<file path="config.mk">
export PLATFORM = sky130hd
export DESIGN_NAME = dma_top
export DESIGN_NICKNAME = d
export VERILOG_FILES = /design/src/hdl/dma_pkg.sv /design/src/hdl/dma_bus_if.sv /design/src/hdl/dma_csr_if.sv /design/src/hdl/dma_core.sv /design/src/hdl/dma_desc_fetch.sv /design/src/hdl/dma_memset_writer.sv /design/src/hdl/dma_reg_block.sv /design/src/hdl/dma_top.sv
export SDC_FILE = /design/constraint.sdc
export NUM_CORES = 1
export LEC_CHECK = 0
export ABC_AREA = 1
export BUFFER_PORTS_ARGS = -buffer_cell sky130_fd_sc_hd__buf_2
export CAP_MARGIN = 20
export CELL_PAD_IN_SITES_DETAIL_PLACEMENT = 1
export CELL_PAD_IN_SITES_GLOBAL_PLACEMENT = 2
export CORE_ASPECT_RATIO = 0.8
export CORE_MARGIN = 8
export CORE_UTILIZATION = 35
export CTS_CLUSTER_SIZE = 20
export DETAILED_ROUTE_END_ITERATION = 8
export HOLD_SLACK_MARGIN = 0.02
export PLACE_DENSITY = 0.93
export SYNTH_ARGS = -nofsm -noshare
export SYNTH_HDL_FRONTEND = slang
export SYNTH_SLANG_ARGS = --single-unit
</file>
<file path="constraint.sdc">
create_clock -name clk_i -period 3.6 [get_ports clk_i]
set_clock_uncertainty 0.05 [all_clocks]
set_input_delay 0.18 -clock clk_i [delete_from_list [all_inputs] [get_ports clk_i]]
set_output_delay 0.18 -clock clk_i [all_outputs]
set_load 0.005 [all_outputs]
</file>
<file path="src/hdl/dma_pkg.sv">
package dma_pkg;

  localparam int ADDR_W     = 32;
  localparam int DATA_W     = 32;
  localparam int REG_ADDR_W = 5;

  // software register byte offsets
  localparam logic [REG_ADDR_W-1:0] REG_NOW_DADR = 5'h00;
  localparam logic [REG_ADDR_W-1:0] REG_CMD      = 5'h04;
  localparam logic [REG_ADDR_W-1:0] REG_STATUS   = 5'h08;
  localparam logic [REG_ADDR_W-1:0] REG_LENGTH   = 5'h0C;
  localparam logic [REG_ADDR_W-1:0] REG_SRC      = 5'h10;
  localparam logic [REG_ADDR_W-1:0] REG_DST      = 5'h14;

  typedef enum logic [2:0] {
    STATUS_IDLE         = 3'd0,
    STATUS_READING_DESC = 3'd1,
    STATUS_MEMSET_BUSY  = 3'd2,
    STATUS_ERROR        = 3'd3
  } status_e;

  // only memset is implemented
  localparam logic [DATA_W-1:0] OP_MEMSET = '0;

  // op, length, pattern, dst
  localparam int DESC_WORDS = 4;

  localparam int MAX_OUTSTANDING = 4; // writes in flight

endpackage

</file>
<file path="src/hdl/dma_bus_if.sv">
`timescale 1ns/1ps

interface dma_bus_if;

  logic                      a_valid;
  logic                      a_ready;
  logic                      a_write;
  logic [dma_pkg::ADDR_W-1:0] a_addr;
  logic [dma_pkg::DATA_W-1:0] a_wdata;

  logic                      d_valid;
  logic                      d_ready;
  logic [dma_pkg::DATA_W-1:0] d_rdata;

  modport master (
    output a_valid, a_write, a_addr, a_wdata, d_ready,
    input  a_ready, d_valid, d_rdata
  );

  modport slave (
    input  a_valid, a_write, a_addr, a_wdata, d_ready,
    output a_ready, d_valid, d_rdata
  );

endinterface

</file>
<file path="src/hdl/dma_csr_if.sv">
`timescale 1ns/1ps

interface dma_csr_if;

  logic [dma_pkg::ADDR_W-1:0] dadr;
  logic                      dadr_we; // one cycle, new descriptor address
  logic                      abort;   // one cycle, nonzero CMD write

  dma_pkg::status_e          status;
  logic [dma_pkg::DATA_W-1:0] length;
  logic [dma_pkg::ADDR_W-1:0] src_adr;
  logic [dma_pkg::ADDR_W-1:0] dst_adr;

  modport regs (
    output dadr, dadr_we, abort,
    input  status, length, src_adr, dst_adr
  );

  modport core (
    input  dadr, dadr_we, abort,
    output status, length, src_adr, dst_adr
  );

endinterface

</file>
<file path="src/hdl/dma_core.sv">
`timescale 1ns/1ps

module dma_core (
  input  logic      clk_i,
  input  logic      rst_ni,
  dma_csr_if.core   csr,
  dma_bus_if.master host
);

  typedef enum logic [2:0] {
    S_IDLE,
    S_FETCH,
    S_WRITE,
    S_DRAIN,
    S_ERROR
  } state_e;

  state_e state_q;
  state_e state_d;

  dma_bus_if fetch_bus ();
  dma_bus_if write_bus ();

  logic                      start;
  logic                      fetch_done;
  logic                      wr_start;
  logic                      wr_done;
  logic [dma_pkg::DATA_W-1:0] desc_op;
  logic [dma_pkg::DATA_W-1:0] desc_len;
  logic [dma_pkg::DATA_W-1:0] desc_pattern;
  logic [dma_pkg::ADDR_W-1:0] desc_dst;

  // new jobs are only taken when nothing is running
  assign start    = csr.dadr_we && (state_q == S_IDLE || state_q == S_ERROR);
  assign wr_start = (state_q == S_FETCH) && fetch_done && !csr.abort &&
                    (desc_op == dma_pkg::OP_MEMSET) && (desc_len != '0);

  always_comb begin
    state_d = state_q;
    case (state_q)
      S_IDLE, S_ERROR: if (start) state_d = S_FETCH;
      S_FETCH: begin
        if (fetch_done) begin
          if (desc_op != dma_pkg::OP_MEMSET) state_d = S_ERROR;
          else if (desc_len == '0)           state_d = S_IDLE;
          else                               state_d = S_WRITE;
        end
      end
      S_WRITE: if (wr_done) state_d = S_IDLE;
      default: state_d = S_IDLE; // drain lasts one cycle
    endcase
    if (csr.abort) state_d = S_DRAIN;
  end

  always_ff @(posedge clk_i, negedge rst_ni) begin
    if (!rst_ni) state_q <= S_IDLE;
    else         state_q <= state_d;
  end

  always_comb begin
    case (state_q)
      S_FETCH: csr.status = dma_pkg::STATUS_READING_DESC;
      S_WRITE: csr.status = dma_pkg::STATUS_MEMSET_BUSY;
      S_ERROR: csr.status = dma_pkg::STATUS_ERROR;
      default: csr.status = dma_pkg::STATUS_IDLE;
    endcase
  end

  dma_desc_fetch u_fetch (
    .clk_i, .rst_ni, .start_i(start), .base_i(csr.dadr), .bus(fetch_bus),
    .op_o(desc_op), .length_o(desc_len), .pattern_o(desc_pattern), .dst_o(desc_dst),
    .done_o(fetch_done)
  );

  dma_memset_writer u_writer (
    .clk_i, .rst_ni, .start_i(wr_start), .abort_i(csr.abort), .length_i(desc_len),
    .pattern_i(desc_pattern), .dst_i(desc_dst), .bus(write_bus),
    .length_o(csr.length), .dst_o(csr.dst_adr), .done_o(wr_done)
  );

  assign csr.src_adr = desc_pattern; // SRC reports the fill pattern

  // host bus ownership follows the FSM, nobody drives it in idle or drain
  always_comb begin
    host.a_valid = (state_q == S_WRITE) ? write_bus.a_valid :
                   (state_q == S_FETCH) ? fetch_bus.a_valid : 1'b0;
    host.a_write = (state_q == S_WRITE) ? write_bus.a_write : fetch_bus.a_write;
    host.a_addr  = (state_q == S_WRITE) ? write_bus.a_addr  : fetch_bus.a_addr;
    host.a_wdata = (state_q == S_WRITE) ? write_bus.a_wdata : fetch_bus.a_wdata;
    host.d_ready = (state_q == S_WRITE) ? write_bus.d_ready :
                   (state_q == S_FETCH) ? fetch_bus.d_ready : 1'b1;
    fetch_bus.a_ready = host.a_ready && (state_q == S_FETCH);
    fetch_bus.d_valid = host.d_valid && (state_q == S_FETCH);
    fetch_bus.d_rdata = host.d_rdata;
    write_bus.a_ready = host.a_ready && (state_q == S_WRITE);
    write_bus.d_valid = host.d_valid && (state_q == S_WRITE);
    write_bus.d_rdata = host.d_rdata;
  end

  a_abort_to_idle: assert property (
    @(posedge clk_i) disable iff (!rst_ni)
    csr.abort |=> (state_q == S_DRAIN) ##1 (state_q == S_IDLE)
  );

endmodule

</file>
<file path="src/hdl/dma_desc_fetch.sv">
`timescale 1ns/1ps

module dma_desc_fetch (
  input  logic                      clk_i,
  input  logic                      rst_ni,
  input  logic                      start_i,
  input  logic [dma_pkg::ADDR_W-1:0] base_i,

  dma_bus_if.master                 bus,

  output logic [dma_pkg::DATA_W-1:0] op_o,
  output logic [dma_pkg::DATA_W-1:0] length_o,
  output logic [dma_pkg::DATA_W-1:0] pattern_o,
  output logic [dma_pkg::ADDR_W-1:0] dst_o,
  output logic                      done_o
);

  logic                      a_valid_q;
  logic                      resp_wait_q;
  logic [1:0]                idx_q;
  logic [dma_pkg::ADDR_W-1:0] addr_q;
  logic                      done_q;
  logic                      d_fire;
  logic                      last_word;

  assign d_fire    = resp_wait_q && bus.d_valid;
  assign last_word = (idx_q == 2'(dma_pkg::DESC_WORDS - 1));

  // one read in flight at a time
  always_ff @(posedge clk_i, negedge rst_ni) begin
    if (!rst_ni) begin
      a_valid_q   <= 1'b0;
      resp_wait_q <= 1'b0;
      idx_q       <= '0;
      addr_q      <= '0;
      done_q      <= 1'b0;
    end else begin
      done_q <= 1'b0;
      if (start_i) begin
        a_valid_q   <= 1'b1;
        resp_wait_q <= 1'b0;
        idx_q       <= '0;
        addr_q      <= base_i;
      end else begin
        if (a_valid_q && bus.a_ready) begin
          a_valid_q   <= 1'b0;
          resp_wait_q <= 1'b1;
        end
        if (d_fire) begin
          resp_wait_q <= 1'b0;
          if (last_word) begin
            done_q <= 1'b1;
          end else begin
            idx_q     <= idx_q + 2'd1;
            addr_q    <= addr_q + 32'd4; // next descriptor word
            a_valid_q <= 1'b1;
          end
        end
      end
    end
  end

  // each descriptor word lands in its own field
  always_ff @(posedge clk_i, negedge rst_ni) begin
    if (!rst_ni) begin
      op_o      <= '0;
      length_o  <= '0;
      pattern_o <= '0;
      dst_o     <= '0;
    end else if (d_fire) begin
      case (idx_q)
        2'd0:    op_o      <= bus.d_rdata;
        2'd1:    length_o  <= bus.d_rdata;
        2'd2:    pattern_o <= bus.d_rdata;
        default: dst_o     <= bus.d_rdata;
      endcase
    end
  end

  assign bus.a_valid = a_valid_q;
  assign bus.a_write = 1'b0;
  assign bus.a_addr  = addr_q;
  assign bus.a_wdata = '0;
  assign bus.d_ready = 1'b1;
  assign done_o      = done_q;

  a_addr_stable_on_stall: assert property (
    @(posedge clk_i) disable iff (!rst_ni)
    bus.a_valid && !bus.a_ready && !start_i |=> $stable(bus.a_addr)
  );

endmodule

</file>
<file path="src/hdl/dma_memset_writer.sv">
`timescale 1ns/1ps

module dma_memset_writer (
  input  logic                      clk_i,
  input  logic                      rst_ni,
  input  logic                      start_i,
  input  logic                      abort_i,
  input  logic [dma_pkg::DATA_W-1:0] length_i,
  input  logic [dma_pkg::DATA_W-1:0] pattern_i,
  input  logic [dma_pkg::ADDR_W-1:0] dst_i,

  dma_bus_if.master                 bus,

  output logic [dma_pkg::DATA_W-1:0] length_o,
  output logic [dma_pkg::ADDR_W-1:0] dst_o,
  output logic                      done_o
);

  logic                        busy_q;
  logic [dma_pkg::DATA_W-1:0]   req_left_q; // bytes not yet requested
  logic [dma_pkg::DATA_W-1:0]   ack_left_q; // bytes not yet acknowledged
  logic [dma_pkg::ADDR_W-1:0]   dst_q;
  logic [dma_pkg::DATA_W-1:0]   in_flight;
  logic [dma_pkg::DATA_W-3:0]   outstanding;
  logic                        a_fire;
  logic                        d_fire;

  // the gap between both counts is what is still on the bus
  assign in_flight   = ack_left_q - req_left_q;
  assign outstanding = in_flight[dma_pkg::DATA_W-1:2];

  assign bus.a_valid = busy_q && (req_left_q != '0) &&
                       (outstanding < dma_pkg::MAX_OUTSTANDING);
  assign bus.a_write = 1'b1;
  assign bus.a_addr  = dst_q;
  assign bus.a_wdata = pattern_i; // held by the fetch unit for the whole job
  assign bus.d_ready = 1'b1;

  assign a_fire = bus.a_valid && bus.a_ready;
  assign d_fire = bus.d_valid && bus.d_ready;
  assign done_o = busy_q && (req_left_q == '0) && (ack_left_q == '0);

  always_ff @(posedge clk_i, negedge rst_ni) begin
    if (!rst_ni) begin
      busy_q     <= 1'b0;
      req_left_q <= '0;
      ack_left_q <= '0;
      dst_q      <= '0;
    end else if (abort_i) begin
      busy_q <= 1'b0; // counts freeze, late responses go nowhere
    end else if (start_i) begin
      busy_q     <= 1'b1;
      req_left_q <= length_i;
      ack_left_q <= length_i;
      dst_q      <= dst_i;
    end else begin
      if (a_fire) begin
        req_left_q <= req_left_q - 32'd4;
        dst_q      <= dst_q + 32'd4;
      end
      if (d_fire) begin
        ack_left_q <= ack_left_q - 32'd4;
      end
      if (done_o) begin
        busy_q <= 1'b0;
      end
    end
  end

  assign length_o = req_left_q;
  assign dst_o    = dst_q;

  a_outstanding_limit: assert property (
    @(posedge clk_i) disable iff (!rst_ni)
    outstanding <= dma_pkg::MAX_OUTSTANDING
  );

  a_no_orphan_response: assert property (
    @(posedge clk_i) disable iff (!rst_ni)
    d_fire |-> outstanding != '0
  );

endmodule

</file>
<file path="src/hdl/dma_reg_block.sv">
`timescale 1ns/1ps

module dma_reg_block (
  input  logic                          clk_i,
  input  logic                          rst_ni,

  input  logic                          reg_we_i,
  input  logic                          reg_re_i,
  input  logic [dma_pkg::REG_ADDR_W-1:0] reg_addr_i,
  input  logic [dma_pkg::DATA_W-1:0]     reg_wdata_i,
  output logic [dma_pkg::DATA_W-1:0]     reg_rdata_o,

  dma_csr_if.regs                       csr
);

  logic [dma_pkg::ADDR_W-1:0] dadr_q;
  logic                      dadr_we_q;
  logic                      abort_q;
  logic [dma_pkg::DATA_W-1:0] rdata_q;
  logic [dma_pkg::DATA_W-1:0] rd_mux;

  always_ff @(posedge clk_i, negedge rst_ni) begin
    if (!rst_ni) begin
      dadr_q    <= '0;
      dadr_we_q <= 1'b0;
      abort_q   <= 1'b0;
    end else begin
      dadr_we_q <= 1'b0;
      abort_q   <= 1'b0;
      if (reg_we_i) begin
        if (reg_addr_i == dma_pkg::REG_NOW_DADR) begin
          dadr_q    <= reg_wdata_i;
          dadr_we_q <= 1'b1;
        end
        if (reg_addr_i == dma_pkg::REG_CMD && reg_wdata_i != '0) begin
          abort_q <= 1'b1; // any nonzero value aborts
        end
      end
    end
  end

  assign csr.dadr    = dadr_q;
  assign csr.dadr_we = dadr_we_q;
  assign csr.abort   = abort_q;

  always_comb begin
    rd_mux = '0; // unmapped offsets and CMD read as zero
    case (reg_addr_i)
      dma_pkg::REG_NOW_DADR: rd_mux = dadr_q;
      dma_pkg::REG_STATUS:   rd_mux = dma_pkg::DATA_W'(csr.status);
      dma_pkg::REG_LENGTH:   rd_mux = csr.length;
      dma_pkg::REG_SRC:      rd_mux = csr.src_adr;
      dma_pkg::REG_DST:      rd_mux = csr.dst_adr;
      default:               rd_mux = '0;
    endcase
  end

  // read data holds until the next read
  always_ff @(posedge clk_i, negedge rst_ni) begin
    if (!rst_ni) begin
      rdata_q <= '0;
    end else if (reg_re_i) begin
      rdata_q <= rd_mux;
    end
  end

  assign reg_rdata_o = rdata_q;

  a_no_rw_same_cycle: assert property (
    @(posedge clk_i) disable iff (!rst_ni)
    !(reg_we_i && reg_re_i)
  );

endmodule

</file>
<file path="src/hdl/dma_top.sv">
`timescale 1ns/1ps

module dma_top (
  input  logic                          clk_i,
  input  logic                          rst_ni,

  input  logic                          reg_we_i,
  input  logic                          reg_re_i,
  input  logic [dma_pkg::REG_ADDR_W-1:0] reg_addr_i,
  input  logic [dma_pkg::DATA_W-1:0]     reg_wdata_i,
  output logic [dma_pkg::DATA_W-1:0]     reg_rdata_o,

  output logic                          host_a_valid_o,
  input  logic                          host_a_ready_i,
  output logic                          host_a_write_o,
  output logic [dma_pkg::ADDR_W-1:0]     host_a_addr_o,
  output logic [dma_pkg::DATA_W-1:0]     host_a_wdata_o,
  input  logic                          host_d_valid_i,
  output logic                          host_d_ready_o,
  input  logic [dma_pkg::DATA_W-1:0]     host_d_rdata_i
);

  dma_bus_if host_bus ();
  dma_csr_if csr ();

  dma_reg_block u_reg_block (
    .clk_i, .rst_ni, .reg_we_i, .reg_re_i, .reg_addr_i, .reg_wdata_i, .reg_rdata_o,
    .csr(csr)
  );

  dma_core u_core (.clk_i, .rst_ni, .csr(csr), .host(host_bus));

  assign host_a_valid_o   = host_bus.a_valid;
  assign host_a_write_o   = host_bus.a_write;
  assign host_a_addr_o    = host_bus.a_addr;
  assign host_a_wdata_o   = host_bus.a_wdata;
  assign host_d_ready_o   = host_bus.d_ready;
  assign host_bus.a_ready = host_a_ready_i;
  assign host_bus.d_valid = host_d_valid_i;
  assign host_bus.d_rdata = host_d_rdata_i;

endmodule

</file>
* Word-level counts from Yosys, hierarchy flattened
Index checks and enable logic that the tools add are counted.
** Word-level totals
- Output and inout bits :: 99
- ROM bits :: 0
- Memories :: 0
- Register bits :: 331
- Bits in latches :: 0
- RAM bits :: 0
- Logic and storage cells :: 131
- Input port bits :: 75
** Operators by class
- Multiply operators :: 0
- Reductions and logical operators :: 46
- Divide/modulo/power cells :: 0
- Shift-type cells :: 0
- Add/sub/neg operators :: 6
- Mux-type cells :: 43
- Bitwise operators :: 2
- $lt $le $gt $ge :: 1
- Eq/ne operators :: 15
** Operators by type and width (number)
- $mux 32 :: 11
- $pmux 32 s5 :: 1
- $logic_not 32->1 :: 4
- $reduce_bool 32->1 :: 4
- $add 32x3->32 const B :: 2
- $sub 32x3->32 const B :: 2
- $sub 32x32->32 :: 1
- $lt 30x3->1 const B :: 1
- $mux 1 :: 20
- $logic_and 1x1->1 :: 17
- $reduce_and 2->1 :: 8
- $mux 3 :: 5
- $eq 5x4->1 const B :: 2
- $eq 5x5->1 const B :: 2
- $pmux 3 s3 :: 1
- $mux 2 :: 4
- $ne 3x3->1 const B :: 2
- $pmux 2 s3 :: 1
- $reduce_bool 2->1 :: 3
- $reduce_bool 3->1 :: 2
- $eq 5x3->1 const B :: 1
- $logic_not 5->1 :: 1
- $eq 2x2->1 const B :: 2
- $eq 3x1->1 const B :: 1
- other kinds (14) :: 15

* Longest topological paths before layout
- Depth after elaboration :: 7
- Mapped depth :: 23
- Gate-level depth less buffers :: 22

* By module
A second synthesis with hierarchy kept.
** Second synthesis, totals
- Cells, all modules :: 3283
- Area, all modules :: 21897.3 sq um
** By module, submodules not included
- dma_memset_writer :: area an instance 9392.8 sq um, instances 1, cells each 1598, seq. area each 2377.3 sq um
- dma_desc_fetch :: area an instance 7282.0 sq um, instances 1, cells each 834, seq. area each 4129.0 sq um
- dma_reg_block :: area an instance 3863.7 sq um, instances 1, cells each 523, seq. area each 1651.6 sq um
- dma_core :: area an instance 1358.8 sq um, instances 1, cells each 328, seq. area each 75.1 sq um

* Least setup slack after synthesis
OpenSTA, ideal clock, no wires.
- Path kind :: register -> register
- Start :: reg u_core.u_writer.req_left_q, in the netlist u_core.u_writer.length_o[5]
- End :: reg u_core.u_writer.dst_q, in the netlist u_core.u_writer.bus.a_addr[22]
- Data required time :: 3.425 ns
- Path slack :: 1.064 ns
- Period minus slack after synthesis :: 2.536 ns
- Stages on the path, launching flop included :: 22
- Buffers on the path :: 2
- Arrival :: 2.361 ns
- Library setup time :: 0.125 ns
- Cells stage by stage :: dfrtp_1 > inv_1 > ha_1 > nand2_1 > nor2_1 > nand2_1 > nand3_2 > nand2_1 > nand2_1 > nand2_1 > nand2_1 > nand2_1 > nand2_1 > inv_1 > nor2_2 > nand2_1 > nor2_4 > nand3_2 > buf_6 > buf_6 > nand3_1 > nand3_1
** On the way
- Cells in the longest elaborated chain, start to end :: 6
- Elaborated cells on any way between the ends :: 8
- Those cells by class :: 1 x add/sub; 1 x order compare; 6 x reduce/logical
** Ends and longest elaborated chain
- from (decl) :: line dma_memset_writer.sv:20 : logic [dma_pkg::DATA_W-1:0] req_left_q;
- from (signal assigned) :: line dma_memset_writer.sv:53 : req_left_q <= length_i;
- from (signal assigned) :: line dma_memset_writer.sv:58 : req_left_q <= req_left_q - 32'd4;
- $sub 32x32->32 or $reduce_bool 32->1 (tied branches) :: line dma_memset_writer.sv:29, dma_memset_writer.sv:32
- $lt 30x3->1 or $logic_and 1x1->1 (tied branches) :: line dma_memset_writer.sv:33, dma_memset_writer.sv:32
- $logic_and 1x1->1 * :: line dma_memset_writer.sv:32 : assign bus.a_valid = busy_q && (req_left_q != '0) &&
- $logic_and 1x1->1 * :: line dma_memset_writer.sv:39 : assign a_fire = bus.a_valid && bus.a_ready;
- $reduce_bool 2->1 (no source line) *
- $reduce_and 2->1 (no source line) *
- to (signal assigned) :: line dma_memset_writer.sv:55 : dst_q <= dst_i;
- to (signal assigned) :: line dma_memset_writer.sv:59 : dst_q <= dst_q + 32'd4;
- to (decl) :: line dma_memset_writer.sv:22 : logic [dma_pkg::ADDR_W-1:0] dst_q;
Every way passes the cells marked *; elsewhere a longest branch is shown, timed or not.
A chain may end at the register's enable or synchronous reset.

* Worst setup path after layout
- Start :: reg u_core.u_writer.req_left_q, in the netlist u_core.u_writer.length_o[19]
- End :: out host_a_valid_o
** On the way
- Cells in the longest elaborated chain, start to end :: 4
- Elaborated cells on any way between the ends :: 6
- Those cells by class :: 1 x add/sub; 1 x order compare; 1 x mux; 3 x reduce/logical
** Ends and longest elaborated chain
- $sub 32x32->32 or $reduce_bool 32->1 (tied branches) :: line dma_memset_writer.sv:29, dma_memset_writer.sv:32
- $lt 30x3->1 or $logic_and 1x1->1 (tied branches) :: line dma_memset_writer.sv:33, dma_memset_writer.sv:32
- $logic_and 1x1->1 * :: line dma_memset_writer.sv:32
- $mux 1 * :: line dma_core.sv:85 : host.a_valid = (state_q == S_WRITE) ? write_bus.a_valid :
- to (decl) :: line dma_top.sv:13 : output logic host_a_valid_o,
Marks and branches as above.

==> flow_summary.yaml <==
power:
  leakagePower_uw: 0.01186
  power_density_mw_per_mm2: 613.0
  vdd_drop_max_uv: 370.7
placement:
  hpwl_mm: 66.05
  io_buffers: 172
  place_congestion: 0.9770
  pre_cts_ws_ps: 191.8
  dp.cells: 3553
die:
  io_pins: 174
  chipHeight_um: 226.8
  start_util: 0.3529
  core_area_mm2: 0.05511
  die_w_um: 279.5
  rows: 77
  die_area_mm2: 0.06341
synth:
  seq_area_frac_synth: 0.4233
  syn_inst: 2693
  avgSynthCellArea_um2: 7.221
  synthDistinctLibCells: 51
  netlist.area_leader.share: 0.4233
  yosysTopAreaCell: "dfrtp_1"
  synth_seq_cells: 329
  synthTopCellsByArea: "dfrtp_1 42%, nand2_1 15%, inv_1 6.9%"
  synthFlopType: "dfrtp_1"
  async_flop_share: 1.000
  netlist_area_mm2: 0.01945
  synth_edf_count: 0
  synth-warning-count: 0
  syn_nets: 2808
status:
  outcome: "finished clean"
setup_path:
  max_stage_delay_ps: 450
  worstSetupStartpointType: "register"
  critPathKind: "reg -> out"
  worstPathRequired_ps: 3370
  path_buf_inv: 3
  worst_path_max_delay_cell: "dfrtp_1"
  end_kind: "output pin"
  cp.depth: 14
  arrival_ps: 3200
  r2r-start: "u_core.u_writer.length_o[2]"
  r2r_end: "u_core.u_writer.length_o[31]"
  critPathMaxFanout: 5
  reg2reg_slack_ps: 350
  crit_family: "simple AND/OR/NAND/NOR gates"
  cp_cell_sequence: "inv_1 -> ha_1 -> nand2_1 -> nor2_1 -> nand2_1 -> nand2_1 -> inv_1 -> nand3_1 -> nand2_1 -> nor2_1 -> nand2_1 -> nor2_2 -> a22o_1 -> buf_2"
  cp-endpoint: "host_a_valid_o"
  reg2regPathDepth: 15
  cpMostUsedCell: "nand2_1"
  worstSetupStartpoint: "u_core.u_writer.length_o[19]"
sta:
  fin_ws_ps: 167.2
  finalCriticalPeriod_ps: 3433
  final_hold_viol_count: 0
  fin_crit_sh: 0.9536
  finalSetupViolCount: 0
  tightestPinTransition_ps: 1029
  slew_violations: 0
  max_freq_ghz: 0.2913
  max_slew_margin: 0.3141
clocking:
  clkSinkCount: 329
  clockBufferDepth: 3
  clk-insertion-delay-late_ps: 550
  cts_root_buf: "clkbuf_16"
  clkTransAtPathRegs_ps: 60
  cts-buffers-inserted: 36
  htreeDepth: 2
  cts_tree: "done"
routing:
  drt-total-wl_mm: 86.91
  drt-pass1-iter-count: 5
  drt-initial-drc-count: 2388
  wl_per_cell_um: 23.55
  route.detailed.drc: 0
  antenna_left: 0
  viasPerCell: 5.525
  vias: 20390
hold_path:
  hold_path_class: "in -> reg"
  hp-start: "reg_re_i"
global_routing:
  grt_use_total: 0.2672
  grt_pass1_vias: 20420
  grt_antenna_before_repair: 5
  grt_pass1_wl_mm: 130.6
  grt_max_degree: 98
  globalRouteOverflowTotal: 0
cells_and_area:
  fillers: 6969
  multi_input_area_mm2: 0.009623
  syn_to_final_growth_pct: 20.57
  finalNetCount: 3031
  instances_no_fill: 3690
  drive_above_1_share: 0.1215
  regArea_mm2: 0.008240
job:
  cap_violations: 0
## final cells by class
type                       count  area share
multi-input combinational   1889      0.4104
clock buffer                  52     0.04536
clock inverter                 8    0.004429
tap                          750     0.04002
inverter                     366     0.05885
antenna                        2   0.0002134
sequential                   329      0.3514
timing repair buffer         294     0.08932
## layer usage
layer	GRT usage	part of all wire	vias up
met1	0.3896	0.46	10230
met3	0.07230	0.098	126
li1	-	-	9212
met2	0.3916	0.43	819
met5	0	0.00028	-
met4	0.05800	0.021	4
## through the flow
stage | util | cell area, um^2 | setup TNS, ps | total power, uW | hold WS [ps]
3_3_place_gp | 0.3860 | 21270 | 0 | 10040 | 236.9
4_1_cts | 0.4206 | 23180 | 0 | 14160 | 85.88
5_1_grt | 0.4254 | 23440 | -3.012 | 15120 | 132.8
6_report | 0.4255 | 23450 | 0 | 14370 | 110.4
2_1_floorplan | - | 19450 | 0 | 8034 | -165.6
3_5_place_dp | 0.3860 | 21270 | 0 | 10230 | 242.5
## state kept, by name, indices dropped and copies added, names as in the netlist
name / flops
u_core.u_writer.ack_left_q: 31
u_core.u_writer.bus.a_addr: 32
u_core.u_fetch.dst_o: 32
u_core.u_writer.length_o: 31
u_core.u_fetch.op_o: 32
u_core.u_fetch.bus.a_addr: 32
u_core.u_fetch.pattern_o: 32
u_core.state_q: 3
u_core.u_fetch.length_o: 32
u_reg_block.csr.dadr: 32
u_reg_block.csr.abort: 1
u_core.u_fetch.bus.a_valid: 1
u_core.u_fetch.done_o: 1
u_core.u_fetch.resp_wait_q: 1
u_reg_block.reg_rdata_o: 32
u_reg_block.csr.dadr_we: 1
u_core.u_fetch.idx_q: 2
u_core.u_writer.busy_q: 1
## kinds of logic after synthesis
kind of cell / share of synthesized area
fa+ha+maj: 0.02574
other cells: 0.0001928
buf+inv: 0.09445
xor+xnor: 0.04098
compound gates: 0.1162
simple gates: 0.2991
flops: 0.4233
## synthesized netlist by cell type (all sizes together), types with 3 or more instances
| cell type | n |
|---|---|
| a21oi | 30 |
| a31oi | 4 |
| and2 | 3 |
| buf | 29 |
| clkbuf | 80 |
| clkinv | 4 |
| dfrtp | 329 |
| ha | 40 |
| inv | 362 |
| nand2 | 761 |
| nand3 | 209 |
| nand3b | 5 |
| nand4 | 81 |
| nor2 | 227 |
| nor3 | 27 |
| nor3b | 3 |
| nor4 | 27 |
| o211ai | 18 |
| o21ai | 247 |
| o21bai | 4 |
| o221ai | 22 |
| o22ai | 59 |
| or2 | 6 |
| or4 | 5 |
| xnor2 | 10 |
| xor2 | 81 |
## where the power goes
group	total [uW]	internal, uW	leakage (uW)	switching (uW)
logic	4970	1660	0.00734	3320
registers	5570	4630	0.00395	936
clock network	3830	2190	0.000572	1640
## worst min-delay path by stage
stage,end,slack (ps),cells past startpoint
finish,u_reg_block.reg_rdata_o[29],110,4
CTS,u_reg_block.reg_rdata_o[26],90,4
detailed placement,u_reg_block.csr.dadr[23],240,1
global route,u_reg_block.reg_rdata_o[2],130,4
global placement,u_reg_block.csr.dadr[23],240,1
floorplan,u_core.state_q[0],-170,0
## worst register-to-register path, stage by stage, from the launching register on
cell and delay, ps:
dfrtp_1 380, inv_1 100, buf_4 180, nand3_2 110
nor2_2 240, nand2_1 80, nor2_1 310, nand3_1 210
nor2_1 370, nand2_1 150, nor2_1 290, nand2_1 170
nor2_1 150, xor2_1 170, nand4_1 90, nand3_1 110
## cells in the final DEF, fill, tap and decap left out, drive strengths merged, types with 3 or more instances in the layout
master,netlist,layout
nand2,761,761
inv,362,361
dfrtp,329,329
o21ai,247,247
nor2,227,227
buf,29,226
nand3,209,209
nand4,81,81
xor2,81,81
dlygate4sd3,0,68
o22ai,59,59
clkbuf,80,52
ha,40,40
a21oi,30,30
nor4,27,27
nor3,27,27
o221ai,22,22
o211ai,18,18
xnor2,10,10
clkinv,4,9
or2,6,6
nand3b,5,5
or4,5,5
o21bai,4,4
a31oi,4,4
nor3b,3,3
and2,3,3
## timing repair
action	in CTS	in global routing
resized for setup	17	41
setup endpoints to repair	1	7
endpoints found under the hold margin	233	0
hold buffers	68	0
buffers inserted	0	3
pin swaps	0	0
Note: power is estimated with default switching activity, not from simulation.
